`src/hdl/mips_pkg.sv`:
```
package mips_pkg;

    localparam int XLEN   = 32;
    localparam int REG_AW = 5;

    localparam logic [5:0] OP_RTYPE = 6'h00;
    localparam logic [5:0] OP_ADDI  = 6'h08;
    localparam logic [5:0] OP_LW    = 6'h23;
    localparam logic [5:0] OP_SW    = 6'h2b;
    localparam logic [5:0] OP_BEQ   = 6'h04;
    localparam logic [5:0] OP_HALT  = 6'h3f;

    localparam logic [5:0] FN_ADDU = 6'h21;
    localparam logic [5:0] FN_SUBU = 6'h23;
    localparam logic [5:0] FN_AND  = 6'h24;
    localparam logic [5:0] FN_OR   = 6'h25;
    localparam logic [5:0] FN_SLT  = 6'h2a;

    localparam logic [2:0] ALU_ADD = 3'd0;
    localparam logic [2:0] ALU_SUB = 3'd1;
    localparam logic [2:0] ALU_AND = 3'd2;
    localparam logic [2:0] ALU_OR  = 3'd3;
    localparam logic [2:0] ALU_SLT = 3'd4;

    localparam logic [1:0] FWD_REG = 2'd0;
    localparam logic [1:0] FWD_MEM = 2'd1; // From EX/MEM
    localparam logic [1:0] FWD_WB  = 2'd2; // From MEM/WB

    typedef union packed {
        struct packed {
            logic [5:0]        opcode;
            logic [REG_AW-1:0] rs;
            logic [REG_AW-1:0] rt;
            logic [REG_AW-1:0] rd;
            logic [4:0]        shamt;
            logic [5:0]        funct;
        } rtype;
        struct packed {
            logic [5:0]        opcode;
            logic [REG_AW-1:0] rs;
            logic [REG_AW-1:0] rt;
            logic [15:0]       imm;
        } itype;
    } instr_t;

endpackage

```
`src/hdl/fetch_stage.sv`:
```
`timescale 1ns/1ps

module fetch_stage #(
    parameter int IM_DEPTH = 64
) (
    input  logic                        i_clock,
    input  logic                        i_reset,
    input  logic                        i_run,
    input  logic                        i_im_write,
    input  logic [$clog2(IM_DEPTH)-1:0] i_im_addr,
    input  logic [mips_pkg::XLEN-1:0]   i_im_data,
    input  logic                        i_stall,
    input  logic                        i_halt_seen,
    input  logic                        i_halted,
    input  logic                        i_branch_taken,
    input  logic [mips_pkg::XLEN-1:0]   i_branch_target,
    output logic                        o_if_valid,
    output logic [mips_pkg::XLEN-1:0]   o_if_instr,
    output logic [mips_pkg::XLEN-1:0]   o_if_pc_plus4
);
    import mips_pkg::*;

    localparam int IM_AW = $clog2(IM_DEPTH);

    logic [XLEN-1:0] imem [IM_DEPTH];
    logic [XLEN-1:0] pc;
    logic [XLEN-1:0] pc_plus4;
    logic            fetch_en;

    assign pc_plus4 = pc + XLEN'(4);
    assign fetch_en = i_run && !i_stall && !i_halt_seen && !i_halted;

    always_ff @(posedge i_clock) begin
        if (i_im_write) begin
            imem[i_im_addr] <= i_im_data; // Whole-word loader
        end
    end

    always_ff @(posedge i_clock) begin
        if (i_reset) begin
            pc <= '0;
        end else if (i_branch_taken) begin
            pc <= i_branch_target;
        end else if (fetch_en) begin
            pc <= pc_plus4;
        end
    end

    always_ff @(posedge i_clock) begin
        if (i_reset || i_branch_taken) begin
            o_if_valid <= 1'b0;
        end else if (!i_stall) begin
            o_if_valid <= fetch_en; // Gated fetch leaves a bubble
        end
    end

    always_ff @(posedge i_clock) begin
        if (fetch_en) begin
            o_if_instr    <= imem[pc[IM_AW+1:2]];
            o_if_pc_plus4 <= pc_plus4;
        end
    end

endmodule

```
`config.mk`:
```
export PLATFORM = sky130hd
export DESIGN_NAME = fetch_stage
export DESIGN_NICKNAME = d
export VERILOG_FILES = /design/src/hdl/mips_pkg.sv /design/src/hdl/fetch_stage.sv
export SDC_FILE = /design/constraint.sdc
export NUM_CORES = 2
export LEC_CHECK = 0
export BUFFER_PORTS_ARGS = -buffer_cell sky130_fd_sc_hd__buf_2
export CAP_MARGIN = 20
export CORE_MARGIN = 8
export CORE_UTILIZATION = 28
export DETAILED_ROUTE_END_ITERATION = 10
export MAX_ROUTING_LAYER = met4
export SYNTH_ARGS = -nofsm -noshare
export SYNTH_HDL_FRONTEND = slang
export SYNTH_SLANG_ARGS = --single-unit
```
`constraint.sdc`:
```
create_clock -name i_clock -period 4.4 [get_ports i_clock]
set_input_delay 1.1 -clock i_clock [delete_from_list [all_inputs] [get_ports i_clock]]
set_output_delay 1.1 -clock i_clock [all_outputs]
set_load 0.01 [all_outputs]
```
==> summary.txt <==
Post-Route WL -> 231.2 mm
YS warnings -> 0
Pre-CTS setup slack -> 0.6039 ns
Post-Synth Adder-Cell Area -> 0.0001511
First-pass GRT wire length -> 324.1 mm
Rel. slew slack -> 0.1863
Top Ports -> 143
Critical path's top delay family -> compound AO/OA/AOI/OAI gates
Row count -> 199
Max VDD drop -> 0.4252 mV
Sw Share -> 0.2218
Die area -> 313,400 µm²
WL/cell -> 26.98 µm
HP Start -> pc[0]
Seq pwr share -> 0.533
Port Buffer Count -> 142
Distinct cells, synth -> 51
Clock power share -> 0.407
Reg clk slew, reported paths -> 0.06 ns
Reg2reg setup slack -> 0.88 ns
Post-synth EDFFs -> 2,112
Vias per cell -> 4.948
Worst Skew -> 0.05762 ns
Share of layout cells above drive strength 1 -> 0.2349
RR Startpoint -> pc[3]
DP HPWL -> 141.0 mm
CTS Hold Bufs -> 0
Remaining Overflow, GRT -> 0
Final min period -> 3.525 ns
Post-DRT Antenna Nets -> 0
Via count -> 42.40k
Post-CTS sizing -> 0
Crit share post-route -> 0.8011
Largest family of logic cells by synthesized area -> multiplexers
Post-route insts no fill -> 8,569
Leakage power total -> 29.17 nW
Worst Tran Pin Value -> 1.221 ns
CP required -> 4.99 ns
Simple-Gate Fraction of Synth Area -> 0.02058
Fin. Hold Viols -> 0
Synthesis-to-layout area growth -> 16.79%
Post-route cell area -> 96,700 µm²
Clock Root Buffer -> clkbuf_16
Fmax -> 283.7 MHz
Logic gate share of total power -> 0.060
Setup TNS -> 0 ns
Worst setup margin -> 0.8754 ns
Iteration-0 DRC Markers -> 4,996
Cell-internal power -> 0.03319 W
Placed Instances -> 8,143
Yosys reg bits -> 2,145
Net Sw Power -> 0.009463 W
Syn_nets -> 4,201
CP endpoint kind -> flop
Pin count of the biggest net entering global routing -> 86
Worst-path cell chain -> buf_12 > buf_4 > mux4_2 > a221oi_1 > o21ai_0 > a22o_1
RSZ-0062 raised after global routing -> false
Vias in the first global route -> 41.94k
Core box area -> 294,100 µm²
Die W -> 559.8 µm
Worst path bufs/invs -> 2
Syn_area_per_cell -> 20.09 µm²
Postcts setup bufs -> 0
H-tree depth -> 4
CTS tree -> built
GR Util All Layers -> 0.1465
Nets -> 4,522
CP max stage delay -> 0.55 ns
Register area share after synthesis -> 0.7739
Hold Path Class -> flop to flop
Max Slew Vio Count -> 0
Critical-path top delay cell -> mux4_2
CTS buffer count -> 214
RePlAce Congestion -> 0.8778
Ys flop type -> edfxtp_1
Post-DP Area -> 89,940 µm²
Die Y -> 559.8 µm
DRT Pass-1 Iters -> 6
Antenna violations before repair -> 32
Multiplexer share of the synthesized area -> 0.1480
Critical path data arrival time -> 4.11 ns
Max clock buf depth -> 3
Min-Delay Path Depth -> 0
Post-synthesis cell count -> 4,122
Starting Density -> 0.2816
Crit path max fanout -> 44
Status -> completed
Mapped cell area -> 82,800 µm²
Core Util, Final -> 0.3289
Critical path class -> flop to flop
Hold endpoint -> o_if_pc_plus4[0]
DRC viols -> 0
Skew-Pair Late Insertion Delay -> 0.85 ns
Worst setup SP type -> flop
Post-synthesis async set-or-reset flop share -> 0
Final setup fails -> 0
Power per cell area -> 441.1 nW/µm²
R2R cell count -> 6
Compound-cell area share of the yosys netlist -> 0.03992
Synth Area in XOR/XNOR -> 0.004760
Num Clock Sinks -> 2,145
R2R Path End -> o_if_instr[1]
Max-cap violations -> 0
worst max path at each step:
stage	startpoint	end	slack, ns	cells after the start
after floorplan	i_im_addr[3]	imem[48][0]	0.14	4
after global placement	i_stall	pc[5]	0.60	7
after detailed placement	i_stall	pc[5]	0.60	7
after CTS	pc[3]	o_if_instr[1]	0.87	6
after global routing	pc[3]	o_if_instr[1]	0.79	6
final	pc[3]	o_if_instr[1]	0.88	6
cell usage in the layout (no fill, tap or decap), types with 6 or more instances in the layout:
master     synthesis  layout
a21oi_1           72      72
clkinv_1           1      65
mux4_2           328     328
diode_2            0      35
o21ai_0           83      78
nor4_1             6       6
clkinv_2           0      32
a22oi_1          107     107
buf_4              0     179
nand3_1           20      20
clkbuf_16          0     214
bufinv_16          0      14
nor3_1            13      11
o2111ai_1         30      30
dfxtp_1           33      28
nor2_4             0      63
and3_1             8       8
o211ai_1          30      30
xnor2_1           21      21
buf_12             0      33
xor2_1            24      24
nor2_1           144      81
mux2_2            32      32
a221oi_1          15      15
mux2i_1          450     450
a211oi_1          19      19
or3_1              9       9
a31oi_1           60      60
nand4_1           17      17
clkbuf_1         134      45
buf_2             80     134
a22o_1            30      30
nand2_1          136     136
a311oi_1           7       7
o311ai_0          17       7
edfxtp_1        2112    2112
flip-flops by register name, summed over array words and instances, names as in the netlist:
register       cells
imem            2048
pc                32
o_if_pc_plus4     32
o_if_valid         1
o_if_instr        32
Yosys cell counts, drive strengths merged (2+ instances only):
| library cell | n | share of area |
|---|---|---|
| a211oi | 19 | 0.0017 |
| inv | 5 | 0.00023 |
| a22o | 30 | 0.0032 |
| clkbuf | 134 | 0.0061 |
| o311ai | 17 | 0.0018 |
| xnor2 | 21 | 0.0022 |
| nand3b | 2 | 0.00018 |
| nand3 | 20 | 0.0012 |
| mux2 | 32 | 0.0044 |
| o211a | 3 | 0.00036 |
| or3 | 9 | 0.00068 |
| dfxtp | 33 | 0.0080 |
| nand2b | 6 | 0.00045 |
| a22oi | 107 | 0.0097 |
| xor2 | 24 | 0.0025 |
| nor2 | 144 | 0.0065 |
| mux2i | 450 | 0.054 |
| buf | 111 | 0.0063 |
| o221a | 2 | 0.00027 |
| nor3 | 13 | 0.00079 |
| nand2 | 136 | 0.0062 |
| or2 | 4 | 0.00030 |
| o21ai | 83 | 0.0050 |
| o2111ai | 30 | 0.0032 |
| o211ai | 30 | 0.0027 |
| o21a | 3 | 0.00027 |
| and2 | 5 | 0.00038 |
| a311oi | 7 | 0.00074 |
| nor4 | 6 | 0.00045 |
| a31oi | 60 | 0.0045 |
| o22ai | 2 | 0.00015 |
| nor2b | 11 | 0.00083 |
| nand4 | 17 | 0.0013 |
| and4 | 2 | 0.00021 |
| and3 | 8 | 0.00060 |
| mux4 | 328 | 0.089 |
| a21oi | 72 | 0.0044 |
| edfxtp | 2112 | 0.77 |
| a221oi | 15 | 0.0016 |
power by group through the flow:
| stage | logic (W) | registers, W | clock network, W |
|---|---|---|---|
| after floorplan | 0.00123 | 0.0231 | 0 |
| after global placement | 0.00249 | 0.0232 | 0 |
| after detailed placement | 0.00255 | 0.0232 | 0 |
| after CTS | 0.00255 | 0.0227 | 0.0177 |
| after global routing | 0.00265 | 0.0227 | 0.0184 |
| final | 0.00255 | 0.0227 | 0.0174 |
metrics by stage:
step / hold WS (ns) / power, W
finish: 0.4314 / 0.04266
global route: 0.4410 / 0.04383
CTS: 0.4292 / 0.04296
detailed placement: 0.4195 / 0.02571
global placement: 0.4148 / 0.02565
floorplan: 0.4076 / 0.02434
layer usage:
layer,global-route usage,vias up,part of all wire
met1,0.1923,22517,0.41
met3,0.02683,315,0.078
met2,0.2306,1847,0.48
met4,0.04833,0,0.032
met5,-,-,0
li1,-,17718,-
cell families (layout without fill, tap and decap cells):
logic type               count (synthesis)  count (layout)
other                                    0              35
adder cells (fa/ha/maj)                  1               1
multiplexers                           810             810
XOR/XNOR                                45              45
AND/OR/NAND/NOR                        387             387
buffers and inverters                  251             744
AO/OA/AOI/OAI                          483             483
flip-flops                            2145            2145
layout make-up:
type,instances,area (µm²)
well taps,3919,4903
inverters,6,27.53
repair buffers,350,2720
flip-flops and latches,2145,64100
clock inverters,129,1104
diodes,35,87.58
multi-input cells,1726,18240
fillers,27685,197400
clock buffers,259,5524
No activity file was read; power rests on OpenSTA's default activity.
