$ cat src/hdl/mips_pkg.sv
package mips_pkg;

    localparam int XLEN   = 32;
    localparam int REG_AW = 5;

    localparam logic [5:0] OP_RTYPE = 6'h00;
    localparam logic [5:0] OP_ADDI  = 6'h08;
    localparam logic [5:0] OP_LW    = 6'h23;
    localparam logic [5:0] OP_SW    = 6'h2b;
    localparam logic [5:0] OP_BEQ   = 6'h04;
    localparam logic [5:0] OP_HALT  = 6'h3f;

    localparam logic [5:0] FN_ADDU = 6'h21;
    localparam logic [5:0] FN_SUBU = 6'h23;
    localparam logic [5:0] FN_AND  = 6'h24;
    localparam logic [5:0] FN_OR   = 6'h25;
    localparam logic [5:0] FN_SLT  = 6'h2a;

    localparam logic [2:0] ALU_ADD = 3'd0;
    localparam logic [2:0] ALU_SUB = 3'd1;
    localparam logic [2:0] ALU_AND = 3'd2;
    localparam logic [2:0] ALU_OR  = 3'd3;
    localparam logic [2:0] ALU_SLT = 3'd4;

    localparam logic [1:0] FWD_REG = 2'd0;
    localparam logic [1:0] FWD_MEM = 2'd1; // From EX/MEM
    localparam logic [1:0] FWD_WB  = 2'd2; // From MEM/WB

    typedef union packed {
        struct packed {
            logic [5:0]        opcode;
            logic [REG_AW-1:0] rs;
            logic [REG_AW-1:0] rt;
            logic [REG_AW-1:0] rd;
            logic [4:0]        shamt;
            logic [5:0]        funct;
        } rtype;
        struct packed {
            logic [5:0]        opcode;
            logic [REG_AW-1:0] rs;
            logic [REG_AW-1:0] rt;
            logic [15:0]       imm;
        } itype;
    } instr_t;

endpackage

$ cat src/hdl/pipe_ifs.sv


interface ex_mem_if;
    import mips_pkg::*;

    logic              valid;
    logic              reg_write;
    logic              mem_read;
    logic              mem_write;
    logic              branch;
    logic              is_halt;
    logic              zero;
    logic [XLEN-1:0]   alu_result;
    logic [XLEN-1:0]   store_data;
    logic [REG_AW-1:0] dest;
    logic [XLEN-1:0]   branch_target;

    modport execute (output valid, reg_write, mem_read, mem_write, branch, is_halt, zero,
                     alu_result, store_data, dest, branch_target);
    modport memory (input valid, reg_write, mem_read, mem_write, branch, is_halt, zero,
                    alu_result, store_data, dest, branch_target);
endinterface

interface wb_bypass_if;
    import mips_pkg::*;

    logic [REG_AW-1:0] mem_dest;
    logic              mem_reg_write; // Already qualified by valid
    logic [XLEN-1:0]   mem_result;
    logic [REG_AW-1:0] wb_dest;
    logic              wb_reg_write;
    logic [XLEN-1:0]   wb_data;

    modport source (output mem_dest, mem_reg_write, mem_result, wb_dest, wb_reg_write, wb_data);
    modport forward (input mem_dest, mem_reg_write, mem_result, wb_dest, wb_reg_write, wb_data);
    modport regwrite (input wb_dest, wb_reg_write, wb_data);
endinterface

$ cat src/hdl/memory_stage.sv
`timescale 1ns/1ps

module memory_stage #(
    parameter int DM_DEPTH = 32
) (
    input  logic                        i_clock,
    input  logic                        i_reset,
    input  logic [$clog2(DM_DEPTH)-1:0] i_dm_addr,
    output logic                        o_branch_taken,
    output logic [mips_pkg::XLEN-1:0]   o_branch_target,
    output logic                        o_halted,
    output logic [mips_pkg::XLEN-1:0]   o_dm_data,
    ex_mem_if.memory                    ex_mem,
    wb_bypass_if.source                 bp
);
    import mips_pkg::*;

    localparam int DM_AW = $clog2(DM_DEPTH);

    logic [XLEN-1:0]  dmem [DM_DEPTH];
    logic [DM_AW-1:0] dm_idx;
    logic [XLEN-1:0]  load_data;
    logic             wb_halt;

    assign dm_idx    = ex_mem.alu_result[DM_AW+1:2]; // Word address
    assign load_data = dmem[dm_idx];

    assign o_branch_taken  = ex_mem.valid && ex_mem.branch && ex_mem.zero;
    assign o_branch_target = ex_mem.branch_target;

    assign bp.mem_dest      = ex_mem.dest;
    assign bp.mem_reg_write = ex_mem.valid && ex_mem.reg_write;
    assign bp.mem_result    = ex_mem.alu_result;

    always_ff @(posedge i_clock) begin
        if (ex_mem.valid && ex_mem.mem_write && !o_halted) begin
            dmem[dm_idx] <= ex_mem.store_data;
        end
    end

    always_ff @(posedge i_clock) begin
        o_dm_data <= dmem[i_dm_addr]; // Debug read
    end

    always_ff @(posedge i_clock) begin
        if (i_reset) begin
            bp.wb_reg_write <= 1'b0;
            wb_halt         <= 1'b0;
        end else if (!o_halted) begin
            bp.wb_reg_write <= ex_mem.valid && ex_mem.reg_write;
            wb_halt         <= ex_mem.valid && ex_mem.is_halt;
        end
    end

    // Writeback mux ahead of MEM/WB
    always_ff @(posedge i_clock) begin
        if (!o_halted) begin
            bp.wb_dest <= ex_mem.dest;
            bp.wb_data <= ex_mem.mem_read ? load_data : ex_mem.alu_result;
        end
    end

    always_ff @(posedge i_clock) begin
        if (i_reset) begin
            o_halted <= 1'b0;
        end else if (wb_halt) begin
            o_halted <= 1'b1; // Sticky until reset
        end
    end

endmodule

$ cat src/flat_wrapper.sv
// flat-port wrapper written by rule: the top's interface ports become plain ports
module memory_stage_flat import mips_pkg::*;
#(
    parameter int DM_DEPTH = 32
)
  (i_clock, i_reset, i_dm_addr, o_branch_taken, o_branch_target, o_halted, o_dm_data, ex_mem_valid, ex_mem_reg_write, ex_mem_mem_read, ex_mem_mem_write, ex_mem_branch, ex_mem_is_halt, ex_mem_zero, ex_mem_alu_result, ex_mem_store_data, ex_mem_dest, ex_mem_branch_target, bp_mem_dest, bp_mem_reg_write, bp_mem_result, bp_wb_dest, bp_wb_reg_write, bp_wb_data);
  ex_mem_if ex_mem_i ();
  wb_bypass_if bp_i ();
  input  logic i_clock;
  input  logic i_reset;
  input  logic [$clog2(DM_DEPTH)-1:0] i_dm_addr;
  output logic o_branch_taken;
  output logic [mips_pkg::XLEN-1:0] o_branch_target;
  output logic o_halted;
  output logic [mips_pkg::XLEN-1:0] o_dm_data;
  input wire logic [$bits(ex_mem_i.valid)-1:0] ex_mem_valid;
  input wire logic [$bits(ex_mem_i.reg_write)-1:0] ex_mem_reg_write;
  input wire logic [$bits(ex_mem_i.mem_read)-1:0] ex_mem_mem_read;
  input wire logic [$bits(ex_mem_i.mem_write)-1:0] ex_mem_mem_write;
  input wire logic [$bits(ex_mem_i.branch)-1:0] ex_mem_branch;
  input wire logic [$bits(ex_mem_i.is_halt)-1:0] ex_mem_is_halt;
  input wire logic [$bits(ex_mem_i.zero)-1:0] ex_mem_zero;
  input wire logic [$bits(ex_mem_i.alu_result)-1:0] ex_mem_alu_result;
  input wire logic [$bits(ex_mem_i.store_data)-1:0] ex_mem_store_data;
  input wire logic [$bits(ex_mem_i.dest)-1:0] ex_mem_dest;
  input wire logic [$bits(ex_mem_i.branch_target)-1:0] ex_mem_branch_target;
  output wire logic [$bits(bp_i.mem_dest)-1:0] bp_mem_dest;
  output wire logic [$bits(bp_i.mem_reg_write)-1:0] bp_mem_reg_write;
  output wire logic [$bits(bp_i.mem_result)-1:0] bp_mem_result;
  output wire logic [$bits(bp_i.wb_dest)-1:0] bp_wb_dest;
  output wire logic [$bits(bp_i.wb_reg_write)-1:0] bp_wb_reg_write;
  output wire logic [$bits(bp_i.wb_data)-1:0] bp_wb_data;
  assign ex_mem_i.valid = ex_mem_valid;
  assign ex_mem_i.reg_write = ex_mem_reg_write;
  assign ex_mem_i.mem_read = ex_mem_mem_read;
  assign ex_mem_i.mem_write = ex_mem_mem_write;
  assign ex_mem_i.branch = ex_mem_branch;
  assign ex_mem_i.is_halt = ex_mem_is_halt;
  assign ex_mem_i.zero = ex_mem_zero;
  assign ex_mem_i.alu_result = ex_mem_alu_result;
  assign ex_mem_i.store_data = ex_mem_store_data;
  assign ex_mem_i.dest = ex_mem_dest;
  assign ex_mem_i.branch_target = ex_mem_branch_target;
  assign bp_mem_dest = bp_i.mem_dest;
  assign bp_mem_reg_write = bp_i.mem_reg_write;
  assign bp_mem_result = bp_i.mem_result;
  assign bp_wb_dest = bp_i.wb_dest;
  assign bp_wb_reg_write = bp_i.wb_reg_write;
  assign bp_wb_data = bp_i.wb_data;
  memory_stage #(.DM_DEPTH(DM_DEPTH)) u_core (.i_clock(i_clock), .i_reset(i_reset), .i_dm_addr(i_dm_addr), .o_branch_taken(o_branch_taken), .o_branch_target(o_branch_target), .o_halted(o_halted), .o_dm_data(o_dm_data), .ex_mem(ex_mem_i), .bp(bp_i));
endmodule
$ cat config.mk
export PLATFORM = sky130hd
export DESIGN_NAME = memory_stage_flat
export DESIGN_NICKNAME = d
export VERILOG_FILES = /design/src/hdl/mips_pkg.sv /design/src/hdl/pipe_ifs.sv /design/src/hdl/memory_stage.sv /design/src/flat_wrapper.sv
export SDC_FILE = /design/constraint.sdc
export NUM_CORES = 1
export LEC_CHECK = 0
export ABC_AREA = 0
export BUFFER_PORTS_ARGS = -buffer_cell sky130_fd_sc_hd__buf_2
export CORE_MARGIN = 5
export CORE_UTILIZATION = 55
export CTS_CLUSTER_SIZE = 16
export DETAILED_ROUTE_END_ITERATION = 7
export PLACE_DENSITY = 0.76
export RECOVER_POWER = 25
export SETUP_SLACK_MARGIN = 0.5
export SKIP_LAST_GASP = 1
export SLEW_MARGIN = 20
export SYNTH_ARGS = -nofsm -noshare
export SYNTH_HDL_FRONTEND = slang
export SYNTH_SLANG_ARGS = --single-unit
$ cat constraint.sdc
create_clock -name i_clock -period 4.8 [get_ports i_clock]
set_input_delay 0.96 -clock i_clock [delete_from_list [all_inputs] [get_ports i_clock]]
set_output_delay 0.96 -clock i_clock [all_outputs]
set_load 0.05 [all_outputs]
==> run summary <==
fill count: 5883
post-synthesis async set-or-reset flop share: 0
CTS tree: done
die area: 96100 um^2
status: finished clean
Reg2Reg Setup Slack: 1.68 ns
global-route wire length before repair: 207000 um
Crit. Startpoint: ex_mem_alu_result[4]
Top FF cell, synth: edfxtp_1
most frequent cells in the layout: edfxtp_1 (1061), mux4_2 (514), mux2i_1 (164)
clk slew on worst S/H paths: 0.06 ns
CTS resizes: 0
postcts setup bufs: 0
Initial Utilization: 0.552
sequential cell area fraction in the yosys report: 0.658
final setup margin: 1.53 ns
Mapped Area: 49500 um^2
most common cell after layout, fill and taps aside: edfxtp_1
RSZ-0062 raised after global routing: no
Max-slew headroom: 0.0609
CTS Hold Bufs: 0
Worst setup SP type: primary input
Layout Skew: 0.0538 ns
Cell variety after synth: 46
Final Wtd Congestion: 0.858
starting DRC count in detailed routing: 4431
drt first pass iters: 6
vias in the first global route: 28600
DPL Wire Length: 84000 um
PortBufs: 192
WL/cell: 37.9 um
GRT Residual Overflow: 0
vias after detailed routing: 28000
Placeable Area: 89600 um^2
Die Ht: 310 um
TritonCTS Buffers: 111
total global-route track usage: 0.302
#FFs+latches synth: 1096
H-tree depth: 3
HP Class: in2reg
Max Clock Freq: 306 MHz
share of cells above drive strength 1: 0.389
Util after Layout: 0.625
initial antenna violation count: 5
clk sinks: 1096
syn avg cell area: 20.7 um^2
hold path start: ex_mem_dest[0]
Mapped Nets: 2504
Antenna Violating Nets Remaining: 0
Critical Path RT: 5.34 ns
Final setup viols: 0
Worst Path Arrival: 3.81 ns
CTS root buf: clkbuf_16
max capacitance violation total: 0
VDD IR-drop max: 0.000420 V
DR vias/cell: 7.32
pwr dens: 385 nW/um^2
wirelength, routed: 145000 um
worst-path fanout max: 29
chip width: 310 um
clk buf depth: 3
final worst path period need: 3.27 ns
Final Hold Fails: 0
Cell Rows: 110
worst reg2reg startpoint: u_core.o_halted$_SDFFE_PP0P_
Leak: 18.0 nW
Residual DRC: 0
Area Overhead vs Synth: 13.1%
Final Slew Violations: 0
Warnings, synthesis: 0
Boundary Pins: 257
Slew @ Worst Pin: 1.41 ns
largest net degree at the start of global routing: 109
fin crit share: 0.681
Worst-Skew Late Latency: 0.72 ns
crit path kind: in2reg
total negative setup slack: 0 ns
crit end category: flip-flop
Post-synth EDFFs: 1061
dpl ws: 1.01 ns
Final #Nets: 2662
Cells after Synth: 2389
[routing by layer]
layer	track usage	vias up	routed length, um
li1	-	10600	-
met1	0.406	14600	49000
met2	0.479	2301	70100
met3	0.0715	450	18200
met4	0.139	2	7550
met5	0	-	13
[registers in the layout, indices dropped and copies added (netlist names)]
register and count:
u_core.dmem 1024, u_core.bp.wb_data 32, u_core.o_dm_data 32, u_core.bp.wb_dest 5
u_core.bp.wb_reg_write 1, u_core.o_halted 1, u_core.wb_halt 1
[where the power goes]
part	switching (W)	total, W	leakage, nW	internal (W)
combinational	0.00120	0.00190	6.29	0.000695
sequential	0.0000466	0.0107	9.89	0.0106
clock	0.00382	0.00902	1.85	0.00520
total	0.00507	0.0216	18.0	0.0165
[logic make-up (layout without fill, tap and decap cells)]
family	after synthesis	in the layout	synth area share
other	0	4	0
muxes	711	711	0.275
buffers and inverters	252	509	0.0266
DFF	1096	1096	0.658
and+or+nand+nor	137	137	0.0133
AOI/OAI and AO/OA	193	193	0.0275
[final timing paths]
| check | cells after the start | end |
|---|---|---|
| setup / recovery | 8 | u_core.bp.wb_data[25]$_DFFE_PN_ |
| hold / removal | 1 | u_core.bp.wb_dest[0]$_DFFE_PN_ |
| setup reg to reg | 5 | u_core.dmem[16][26]$_DFFE_PP_ |
| hold reg to reg | 2 | u_core.o_halted$_SDFFE_PP0P_ |
[critical path: stages]
cell and delay, ns:
buf_4 0.44, buf_4 0.47, nand4bb_1 0.91, buf_4 0.51, nor2_1 0.16, nor4_1 0.08, nand2_1 0.07, o22a_1 0.13
[final cells by class]
| cell class | count | area, um^2 | share of cell area |
|---|---|---|---|
| sequential | 1096 | 32600 | 0.582 |
| timing repair buffer | 295 | 2230 | 0.0398 |
| clock inverter | 68 | 855 | 0.0153 |
| multi-input combinational | 1041 | 15900 | 0.283 |
| tap | 1176 | 1470 | 0.0263 |
| clock buffer | 144 | 2990 | 0.0534 |
| inverter | 2 | 7.51 | 0.000134 |
| antenna | 4 | 10.0 | 0.000179 |
[synthesized netlist by cell type (3+ instances only)]
master | count | area, um^2
buf_4 | 73 | 548
a21oi_1 | 26 | 130
mux2i_1 | 164 | 1640
o22a_1 | 28 | 245
and2_1 | 3 | 18.8
o21ai_0 | 18 | 90.1
o221ai_1 | 18 | 158
nor2b_1 | 3 | 18.8
buf_1 | 38 | 143
mux2_2 | 33 | 372
buf_2 | 60 | 300
o22ai_1 | 32 | 200
a22oi_1 | 39 | 293
o211ai_1 | 18 | 135
mux4_2 | 514 | 11600
clkbuf_1 | 76 | 285
nand2_1 | 28 | 105
a211oi_1 | 5 | 37.5
nor4_1 | 11 | 68.8
nor2_1 | 64 | 240
edfxtp_1 | 1061 | 31900
buf_6 | 3 | 33.8
nor3_1 | 6 | 30.0
nand4b_1 | 4 | 35.0
dfxtp_1 | 35 | 701
nand4bb_1 | 3 | 33.8
a22o_1 | 3 | 26.3
[through the flow]
stage | hold slack (ns) | total power [W] | instance area [um^2] | instances
finish | 0.461 | 0.0216 | 56000 | 3826
global route | 0.441 | 0.0221 | 56000 | 3824
floorplan | 0.435 | 0.0122 | 49500 | 2389
global placement | 0.448 | 0.0127 | 52200 | 3610
detailed placement | 0.475 | 0.0127 | 52200 | 3610
CTS | 0.428 | 0.0216 | 56000 | 3822
Note: power is estimated with default switching activity, not from simulation.
