[src/hdl/mips_pkg.sv]
package mips_pkg;

    localparam int XLEN   = 32;
    localparam int REG_AW = 5;

    localparam logic [5:0] OP_RTYPE = 6'h00;
    localparam logic [5:0] OP_ADDI  = 6'h08;
    localparam logic [5:0] OP_LW    = 6'h23;
    localparam logic [5:0] OP_SW    = 6'h2b;
    localparam logic [5:0] OP_BEQ   = 6'h04;
    localparam logic [5:0] OP_HALT  = 6'h3f;

    localparam logic [5:0] FN_ADDU = 6'h21;
    localparam logic [5:0] FN_SUBU = 6'h23;
    localparam logic [5:0] FN_AND  = 6'h24;
    localparam logic [5:0] FN_OR   = 6'h25;
    localparam logic [5:0] FN_SLT  = 6'h2a;

    localparam logic [2:0] ALU_ADD = 3'd0;
    localparam logic [2:0] ALU_SUB = 3'd1;
    localparam logic [2:0] ALU_AND = 3'd2;
    localparam logic [2:0] ALU_OR  = 3'd3;
    localparam logic [2:0] ALU_SLT = 3'd4;

    localparam logic [1:0] FWD_REG = 2'd0;
    localparam logic [1:0] FWD_MEM = 2'd1; // From EX/MEM
    localparam logic [1:0] FWD_WB  = 2'd2; // From MEM/WB

    typedef union packed {
        struct packed {
            logic [5:0]        opcode;
            logic [REG_AW-1:0] rs;
            logic [REG_AW-1:0] rt;
            logic [REG_AW-1:0] rd;
            logic [4:0]        shamt;
            logic [5:0]        funct;
        } rtype;
        struct packed {
            logic [5:0]        opcode;
            logic [REG_AW-1:0] rs;
            logic [REG_AW-1:0] rt;
            logic [15:0]       imm;
        } itype;
    } instr_t;

endpackage

[src/hdl/pipe_ifs.sv]
`timescale 1ns/1ps

interface id_ex_if;
    import mips_pkg::*;

    logic              valid;
    logic              reg_write;
    logic              mem_read;
    logic              mem_write;
    logic              branch;
    logic              alu_src;
    logic              is_halt;
    logic [2:0]        alu_op;
    logic [XLEN-1:0]   rs_val;
    logic [XLEN-1:0]   rt_val;
    logic [XLEN-1:0]   imm;        // Sign extended
    logic [REG_AW-1:0] rs;
    logic [REG_AW-1:0] rt;
    logic [REG_AW-1:0] dest;
    logic [XLEN-1:0]   pc_plus4;

    modport decode (output valid, reg_write, mem_read, mem_write, branch, alu_src, is_halt,
                    alu_op, rs_val, rt_val, imm, rs, rt, dest, pc_plus4);
    modport execute (input valid, reg_write, mem_read, mem_write, branch, alu_src, is_halt,
                     alu_op, rs_val, rt_val, imm, rs, rt, dest, pc_plus4);
endinterface


interface wb_bypass_if;
    import mips_pkg::*;

    logic [REG_AW-1:0] mem_dest;
    logic              mem_reg_write; // Already qualified by valid
    logic [XLEN-1:0]   mem_result;
    logic [REG_AW-1:0] wb_dest;
    logic              wb_reg_write;
    logic [XLEN-1:0]   wb_data;

    modport source (output mem_dest, mem_reg_write, mem_result, wb_dest, wb_reg_write, wb_data);
    modport forward (input mem_dest, mem_reg_write, mem_result, wb_dest, wb_reg_write, wb_data);
    modport regwrite (input wb_dest, wb_reg_write, wb_data);
endinterface

[src/hdl/decode_stage.sv]
`timescale 1ns/1ps

module decode_stage (
    input  logic                        i_clock,
    input  logic                        i_reset,
    input  logic                        i_halted,
    input  logic                        i_branch_taken,
    input  logic                        i_if_valid,
    input  mips_pkg::instr_t            i_if_instr,
    input  logic [mips_pkg::XLEN-1:0]   i_if_pc_plus4,
    input  logic [mips_pkg::REG_AW-1:0] i_rb_addr,
    output logic                        o_stall,
    output logic                        o_halt_seen,
    output logic [mips_pkg::XLEN-1:0]   o_rb_data,
    id_ex_if.decode                     id_ex,
    wb_bypass_if.regwrite               wb
);
    import mips_pkg::*;

    logic [XLEN-1:0]   regs [1 << REG_AW];
    logic [REG_AW-1:0] rs;
    logic [REG_AW-1:0] rt;
    logic [REG_AW-1:0] dest;
    logic [XLEN-1:0]   imm;
    logic [2:0]        alu_op;
    logic              reg_write;
    logic              mem_read;
    logic              mem_write;
    logic              branch;
    logic              alu_src;
    logic              is_halt;
    logic              uses_rt;
    logic              halt_flag;

    // Same-cycle WB write goes straight through
    function automatic logic [XLEN-1:0] rf_read(input logic [REG_AW-1:0] addr);
        if (wb.wb_reg_write && wb.wb_dest == addr) begin
            return wb.wb_data;
        end
        return regs[addr];
    endfunction

    assign rs  = i_if_instr.itype.rs;
    assign rt  = i_if_instr.itype.rt;
    assign imm = {{(XLEN-16){i_if_instr.itype.imm[15]}}, i_if_instr.itype.imm};

    always_comb begin
        reg_write = 1'b0;
        mem_read  = 1'b0;
        mem_write = 1'b0;
        branch    = 1'b0;
        alu_src   = 1'b0;
        is_halt   = 1'b0;
        uses_rt   = 1'b0;
        alu_op    = ALU_ADD;
        dest      = rt;
        case (i_if_instr.rtype.opcode)
            OP_RTYPE: begin
                reg_write = 1'b1;
                uses_rt   = 1'b1;
                dest      = i_if_instr.rtype.rd;
                case (i_if_instr.rtype.funct)
                    FN_ADDU: alu_op = ALU_ADD;
                    FN_SUBU: alu_op = ALU_SUB;
                    FN_AND:  alu_op = ALU_AND;
                    FN_OR:   alu_op = ALU_OR;
                    FN_SLT:  alu_op = ALU_SLT;
                    default: reg_write = 1'b0; // Unknown funct is a nop
                endcase
            end
            OP_ADDI: begin
                reg_write = 1'b1;
                alu_src   = 1'b1;
            end
            OP_LW: begin
                reg_write = 1'b1;
                mem_read  = 1'b1;
                alu_src   = 1'b1;
            end
            OP_SW: begin
                mem_write = 1'b1;
                alu_src   = 1'b1;
                uses_rt   = 1'b1;
            end
            OP_BEQ: begin
                branch  = 1'b1;
                uses_rt = 1'b1;
                alu_op  = ALU_SUB;
            end
            OP_HALT: is_halt = 1'b1;
            default: ;
        endcase
    end

    // Load-use hazard against a lw in ID/EX
    // A lw to r0 has reg_write low and never stalls
    assign o_stall = i_if_valid && id_ex.valid && id_ex.mem_read && id_ex.reg_write &&
                     ((!is_halt && id_ex.dest == rs) || (uses_rt && id_ex.dest == rt));

    assign o_halt_seen = halt_flag || (i_if_valid && is_halt);

    always_ff @(posedge i_clock) begin
        if (i_reset || i_branch_taken) begin
            halt_flag <= 1'b0;
        end else if (i_if_valid && is_halt) begin
            halt_flag <= 1'b1;
        end
    end

    always_ff @(posedge i_clock) begin
        if (i_reset) begin
            for (int i = 0; i < (1 << REG_AW); i++) begin
                regs[i] <= '0;
            end
        end else if (wb.wb_reg_write) begin
            regs[wb.wb_dest] <= wb.wb_data;
        end
    end

    always_ff @(posedge i_clock) begin
        o_rb_data <= rf_read(i_rb_addr); // Debug read
    end

    always_ff @(posedge i_clock) begin
        if (i_reset || i_branch_taken) begin
            id_ex.valid <= 1'b0;
        end else if (!i_halted) begin
            id_ex.valid <= i_if_valid && !o_stall;
        end
    end

    always_ff @(posedge i_clock) begin
        if (!i_halted) begin
            id_ex.reg_write <= reg_write && (dest != '0);
            id_ex.mem_read  <= mem_read;
            id_ex.mem_write <= mem_write;
            id_ex.branch    <= branch;
            id_ex.alu_src   <= alu_src;
            id_ex.is_halt   <= is_halt;
            id_ex.alu_op    <= alu_op;
            id_ex.rs_val    <= rf_read(rs);
            id_ex.rt_val    <= rf_read(rt);
            id_ex.imm       <= imm;
            id_ex.rs        <= rs;
            id_ex.rt        <= rt;
            id_ex.dest      <= dest;
            id_ex.pc_plus4  <= i_if_pc_plus4;
        end
    end

endmodule

[src/flat_wrapper.sv]
// flat-port wrapper written by rule: the top's interface ports become plain ports
module decode_stage_flat import mips_pkg::*;
  (i_clock, i_reset, i_halted, i_branch_taken, i_if_valid, i_if_instr, i_if_pc_plus4, i_rb_addr, o_stall, o_halt_seen, o_rb_data, id_ex_valid, id_ex_reg_write, id_ex_mem_read, id_ex_mem_write, id_ex_branch, id_ex_alu_src, id_ex_is_halt, id_ex_alu_op, id_ex_rs_val, id_ex_rt_val, id_ex_imm, id_ex_rs, id_ex_rt, id_ex_dest, id_ex_pc_plus4, wb_wb_dest, wb_wb_reg_write, wb_wb_data);
  id_ex_if id_ex_i ();
  wb_bypass_if wb_i ();
  input  logic i_clock;
  input  logic i_reset;
  input  logic i_halted;
  input  logic i_branch_taken;
  input  logic i_if_valid;
  input  mips_pkg::instr_t i_if_instr;
  input  logic [mips_pkg::XLEN-1:0] i_if_pc_plus4;
  input  logic [mips_pkg::REG_AW-1:0] i_rb_addr;
  output logic o_stall;
  output logic o_halt_seen;
  output logic [mips_pkg::XLEN-1:0] o_rb_data;
  output wire logic [$bits(id_ex_i.valid)-1:0] id_ex_valid;
  output wire logic [$bits(id_ex_i.reg_write)-1:0] id_ex_reg_write;
  output wire logic [$bits(id_ex_i.mem_read)-1:0] id_ex_mem_read;
  output wire logic [$bits(id_ex_i.mem_write)-1:0] id_ex_mem_write;
  output wire logic [$bits(id_ex_i.branch)-1:0] id_ex_branch;
  output wire logic [$bits(id_ex_i.alu_src)-1:0] id_ex_alu_src;
  output wire logic [$bits(id_ex_i.is_halt)-1:0] id_ex_is_halt;
  output wire logic [$bits(id_ex_i.alu_op)-1:0] id_ex_alu_op;
  output wire logic [$bits(id_ex_i.rs_val)-1:0] id_ex_rs_val;
  output wire logic [$bits(id_ex_i.rt_val)-1:0] id_ex_rt_val;
  output wire logic [$bits(id_ex_i.imm)-1:0] id_ex_imm;
  output wire logic [$bits(id_ex_i.rs)-1:0] id_ex_rs;
  output wire logic [$bits(id_ex_i.rt)-1:0] id_ex_rt;
  output wire logic [$bits(id_ex_i.dest)-1:0] id_ex_dest;
  output wire logic [$bits(id_ex_i.pc_plus4)-1:0] id_ex_pc_plus4;
  input wire logic [$bits(wb_i.wb_dest)-1:0] wb_wb_dest;
  input wire logic [$bits(wb_i.wb_reg_write)-1:0] wb_wb_reg_write;
  input wire logic [$bits(wb_i.wb_data)-1:0] wb_wb_data;
  assign id_ex_valid = id_ex_i.valid;
  assign id_ex_reg_write = id_ex_i.reg_write;
  assign id_ex_mem_read = id_ex_i.mem_read;
  assign id_ex_mem_write = id_ex_i.mem_write;
  assign id_ex_branch = id_ex_i.branch;
  assign id_ex_alu_src = id_ex_i.alu_src;
  assign id_ex_is_halt = id_ex_i.is_halt;
  assign id_ex_alu_op = id_ex_i.alu_op;
  assign id_ex_rs_val = id_ex_i.rs_val;
  assign id_ex_rt_val = id_ex_i.rt_val;
  assign id_ex_imm = id_ex_i.imm;
  assign id_ex_rs = id_ex_i.rs;
  assign id_ex_rt = id_ex_i.rt;
  assign id_ex_dest = id_ex_i.dest;
  assign id_ex_pc_plus4 = id_ex_i.pc_plus4;
  assign wb_i.wb_dest = wb_wb_dest;
  assign wb_i.wb_reg_write = wb_wb_reg_write;
  assign wb_i.wb_data = wb_wb_data;
  decode_stage u_core (.i_clock(i_clock), .i_reset(i_reset), .i_halted(i_halted), .i_branch_taken(i_branch_taken), .i_if_valid(i_if_valid), .i_if_instr(i_if_instr), .i_if_pc_plus4(i_if_pc_plus4), .i_rb_addr(i_rb_addr), .o_stall(o_stall), .o_halt_seen(o_halt_seen), .o_rb_data(o_rb_data), .id_ex(id_ex_i), .wb(wb_i));
endmodule
[config.mk]
export PLATFORM = sky130hd
export DESIGN_NAME = decode_stage_flat
export DESIGN_NICKNAME = d
export VERILOG_FILES = /design/src/hdl/mips_pkg.sv /design/src/hdl/pipe_ifs.sv /design/src/hdl/decode_stage.sv /design/src/flat_wrapper.sv
export SDC_FILE = /design/constraint.sdc
export NUM_CORES = 2
export LEC_CHECK = 0
export BUFFER_PORTS_ARGS = -buffer_cell sky130_fd_sc_hd__buf_2
export CAP_MARGIN = 20
export CORE_ASPECT_RATIO = 0.7
export CORE_MARGIN = 1.5
export CORE_UTILIZATION = 45
export CTS_CLUSTER_SIZE = 12
export DETAILED_ROUTE_END_ITERATION = 8
export GPL_TIMING_DRIVEN = 0
export PLACE_DENSITY = 0.69
export SYNTH_ARGS = -nofsm -noshare
export SYNTH_HDL_FRONTEND = slang
export SYNTH_SLANG_ARGS = --single-unit
[constraint.sdc]
create_clock -name i_clock -period 8.7 [get_ports i_clock]
set_clock_uncertainty 0.2 [all_clocks]
set_input_delay 1.74 -clock i_clock [delete_from_list [all_inputs] [get_ports i_clock]]
set_output_delay 1.74 -clock i_clock [all_outputs]
set_load 0.05 [all_outputs]
==> results.md <==
- Status: completed
- Die area: ~150,000 µm²
- CP endpoint kind: flop
- Global-route wire length before repair: approximately 400,000 µm
- Max layer used: met5
- Post-synthesis instance total: 4,907
- Leak Pwr: roughly 28 nW
- Maximum number of pins on one net before global-route repair: 73
- Input/output buffers: 293
- Total CTS buffers: 130
- Drt pass-1 iters: 9
- Worst Reg2Reg Path Length in Cells: 4
- Worst Hold Endpoint: u_core.halt_flag$_SDFFE_PP0P_
- Met1 Wirelength: about 110,000 µm
- Hold Fails Final Rpt: 0
- Hold_sp: u_core.halt_flag$_SDFFE_PP0P_
- RSZ-0062 raised after global routing: no
- Clock buffer depth: 3
- Total Routing Usage GR: 0.3882
- Main flop type after synthesis: edfxtp_1
- Sequential share of the synthesized area: 0.5204
- CTS tree: yes
- Worst vdd ir: between 0.2 and 0.25 mV
- Power density cells: slightly below 200 nW/µm²
- DRC Markers: 0
- Crit Path Max Fanout: 10
- Inst Count DP: around 7,200
- Synth Cell Area: 68,240 µm²
- Nets: 5,485
- Worst-path clk slew: 0.06 ns
- DR WL met2: 120,800 µm
- DP HPWL: 230,300 µm
- Htree depth: 4
- Post-synth EDFFs: about 1,200
- Flops & latches, synth: approximately 1,200
- MaxCap Viol Count: 0
- CTS Hold Bufs: 0
- Total number of yosys warnings: 0
- Syn_nets: 5,019
- WL met3: between 50,000 and 60,000 µm
- Type of origin of the critical path: input port
- Slew @ Worst Pin: 1.314 ns
- Post-route ant nets: 0
- Crit path kind: input port to flop
- Max-slew headroom: 0.1238
- Vias: between 50,000 and 60,000
- Asr flop ratio synth: 0
- Core area: between 150,000 and 200,000 µm²
- Min Tclk post-route: 6.119 ns
- Post-Layout Cell Count: between 7,000 and 8,000
- Die Y: approximately 330 µm
- I/O pin total: 299
- Synth cell types: 54
- HP Class: flop to flop
- Final Setup Violations: 0
- Share of cells above drive strength 1: 0.2406
- Total gr overflow: 0
- Area added between synthesis and finish: 12.94%
- Reg2Reg Launch Point: u_core.regs[21][30]$_SDFFCE_PN0P_
- Via density: a little over 7
- CP arrival: around 6.4 ns
- Clk Latency, worst-skew pair: between 0.8 and 0.9 ns
- Max Transition Viols Final: 0
- Critical register-to-register path endpoint: u_core.id_ex.rt_val[30]$_DFFE_PN_
- Clock root buffer: clkbuf_16
- R2r setup slk: 5.61 ns
- Setup TNS: 0 ns
- Hold-critical path depth: 2
- Antenna violations before repair: 17
- Syn Area/Cell: 13.91 µm²
- Iter 0 DRT Violations: between 10,000 and 15,000
- Chip Width: 468.4 µm
- Crit share post-route: 0.7033
- CTS resizes: 0
- Vias in the first global route: 49,023
- GP Congestion: around 1.1
- # rows: 119
- Worst Path Required: 8.94 ns
- Setup Buffers After CTS: 0
- WL/cell: a little over 40 µm
- Sink Count: 1,194
- F_max: 0.1634 GHz
- Total Routed Length: 304,600 µm
- Initial core utilization: 0.4533
[flip-flops by register name, summed over array words and instances (netlist names), 5 cells and up]
register               count
u_core.id_ex.pc_plus4     32
u_core.id_ex.rs_val       32
u_core.id_ex.imm          16
u_core.id_ex.dest          5
u_core.id_ex.rs            5
u_core.id_ex.rt            5
u_core.o_rb_data          32
u_core.regs             1024
u_core.id_ex.rt_val       32
[placed cells by master (no fill, tap or decap), types with 10 or more instances in the layout]
cell       count
or2_2         33
and2_1      1028
buf_4         75
buf_12        21
nand2_1      168
mux4_2       542
clkbuf_16    134
clkinv_2      14
or4_1         54
diode_2       11
buf_2        420
nand2b_1      10
a221oi_1      27
buf_1         19
a211oi_1      15
a2111oi_0     10
a22o_1        35
nand4_1       12
o22ai_1      211
dfxtp_1       34
nor2b_1       27
o21ai_0      101
nor2_1        71
clkbuf_1     358
mux2i_1      432
xor2_1        23
a22oi_1      197
clkbuf_8      11
nand3_1       36
nor3_1        35
a21oi_1       17
edfxtp_1    1160
clkinv_1      10
[critical path, stage by stage]
cell and delay (ns):
buf_2 0.09, buf_4 0.30, buf_4 0.43, buf_2 0.63
buf_2 0.73, nand2_1 0.63, o221ai_1 0.40, a211oi_1 0.17
o41ai_1 1.19
[report_power, final]
part | switching (mW) | total (mW) | internal (mW)
clock network | 2.52 | 5.58 | 3.06
logic | 1.74 | 2.58 | 0.846
registers | 0.246 | 6.93 | 6.69
[worst max-delay path by stage]
stage | depth (start not counted) | to | start
floorplan | 6 | o_stall | i_if_instr[21]
global placement | 4 | u_core.id_ex.valid$_SDFFE_PP0N_ | i_halted
detailed placement | 9 | u_core.id_ex.rt_val[0]$_DFFE_PN_ | i_if_instr[17]
CTS | 9 | o_stall | i_if_instr[18]
global route | 9 | o_stall | i_if_instr[18]
finish | 9 | u_core.id_ex.rt_val[0]$_DFFE_PN_ | i_if_instr[17]
[final cells by class]
type	instances	area (µm²)
tap	1996	2497
sequential	1194	35510
buffer	541	2517
fill	12860	73460
multi-input combinational	3171	30240
clock buffer	188	3666
antenna	11	27.53
clock inverter	44	396.6
inverter	1	8.758
timing repair buffer	334	2206
[cells in the mapped netlist (4+ instances only)]
cell       instances  area share
a2111oi_0         10      0.0013
a211oi_1          15      0.0017
a21oi_1           17      0.0012
a221oi_1          27      0.0035
a22o_1            35      0.0045
a22oi_1          197       0.022
and2_1          1028       0.094
and3_1             4     0.00037
buf_1             19      0.0010
buf_2            126      0.0092
buf_4             71      0.0078
buf_6              8      0.0013
clkbuf_1         315       0.017
dfxtp_1           34       0.010
edfxtp_1        1160        0.51
mux2_2             7      0.0012
mux2i_1          432       0.063
mux4_2           542        0.18
nand2_1          168      0.0092
nand2b_1          10     0.00092
nand3_1           36      0.0026
nand3b_1           9     0.00099
nand4_1           12      0.0011
nor2_1            71      0.0039
nor2b_1           27      0.0025
nor3_1            35      0.0026
nor4_1             9     0.00083
nor4b_1            5     0.00064
nor4bb_1           6     0.00088
o21ai_0          101      0.0074
o221ai_1           5     0.00064
o22ai_1          211       0.019
o41ai_1            6     0.00077
or2_2             33      0.0030
or3_1              6     0.00055
or3b_2             6     0.00077
or4_1             54      0.0059
xor2_1            23      0.0030
[cells by family (layout without fill, tap and decap cells)]
family | after synthesis | in the layout | synth area share
other | 0 | 11 | 0
muxes | 981 | 981 | 0.2434
buffers and inverters | 542 | 1108 | 0.03695
xor gates and xnor gates | 26 | 26 | 0.003337
and+or+nand+nor | 1531 | 1531 | 0.1328
DFF | 1194 | 1194 | 0.5204
AOI/OAI and AO/OA | 633 | 633 | 0.06311
[stage by stage]
step	setup slack [ns]	total power [mW]	util	instance area, µm²	hold WS, ns
2_1_floorplan	3.284	8.460	-	68240	0.5673
6_report	2.581	15.09	0.5120	77070	0.4278
4_1_cts	2.751	14.93	0.5108	76880	0.4332
3_3_place_gp	1.530	9.438	0.4797	72200	0.3733
5_1_grt	2.675	15.28	0.5119	77050	0.4480
3_5_place_dp	2.379	9.493	0.4838	72820	0.4192
[layer usage]
metal | global-route usage | vias to the layer above
met5 | 0 | -
met4 | 0.2313 | 10
met3 | 0.1786 | 1014
met2 | 0.5173 | 5523
met1 | 0.5138 | 26835
li1 | - | 20082
No activity file was read; power rests on OpenSTA's default activity.
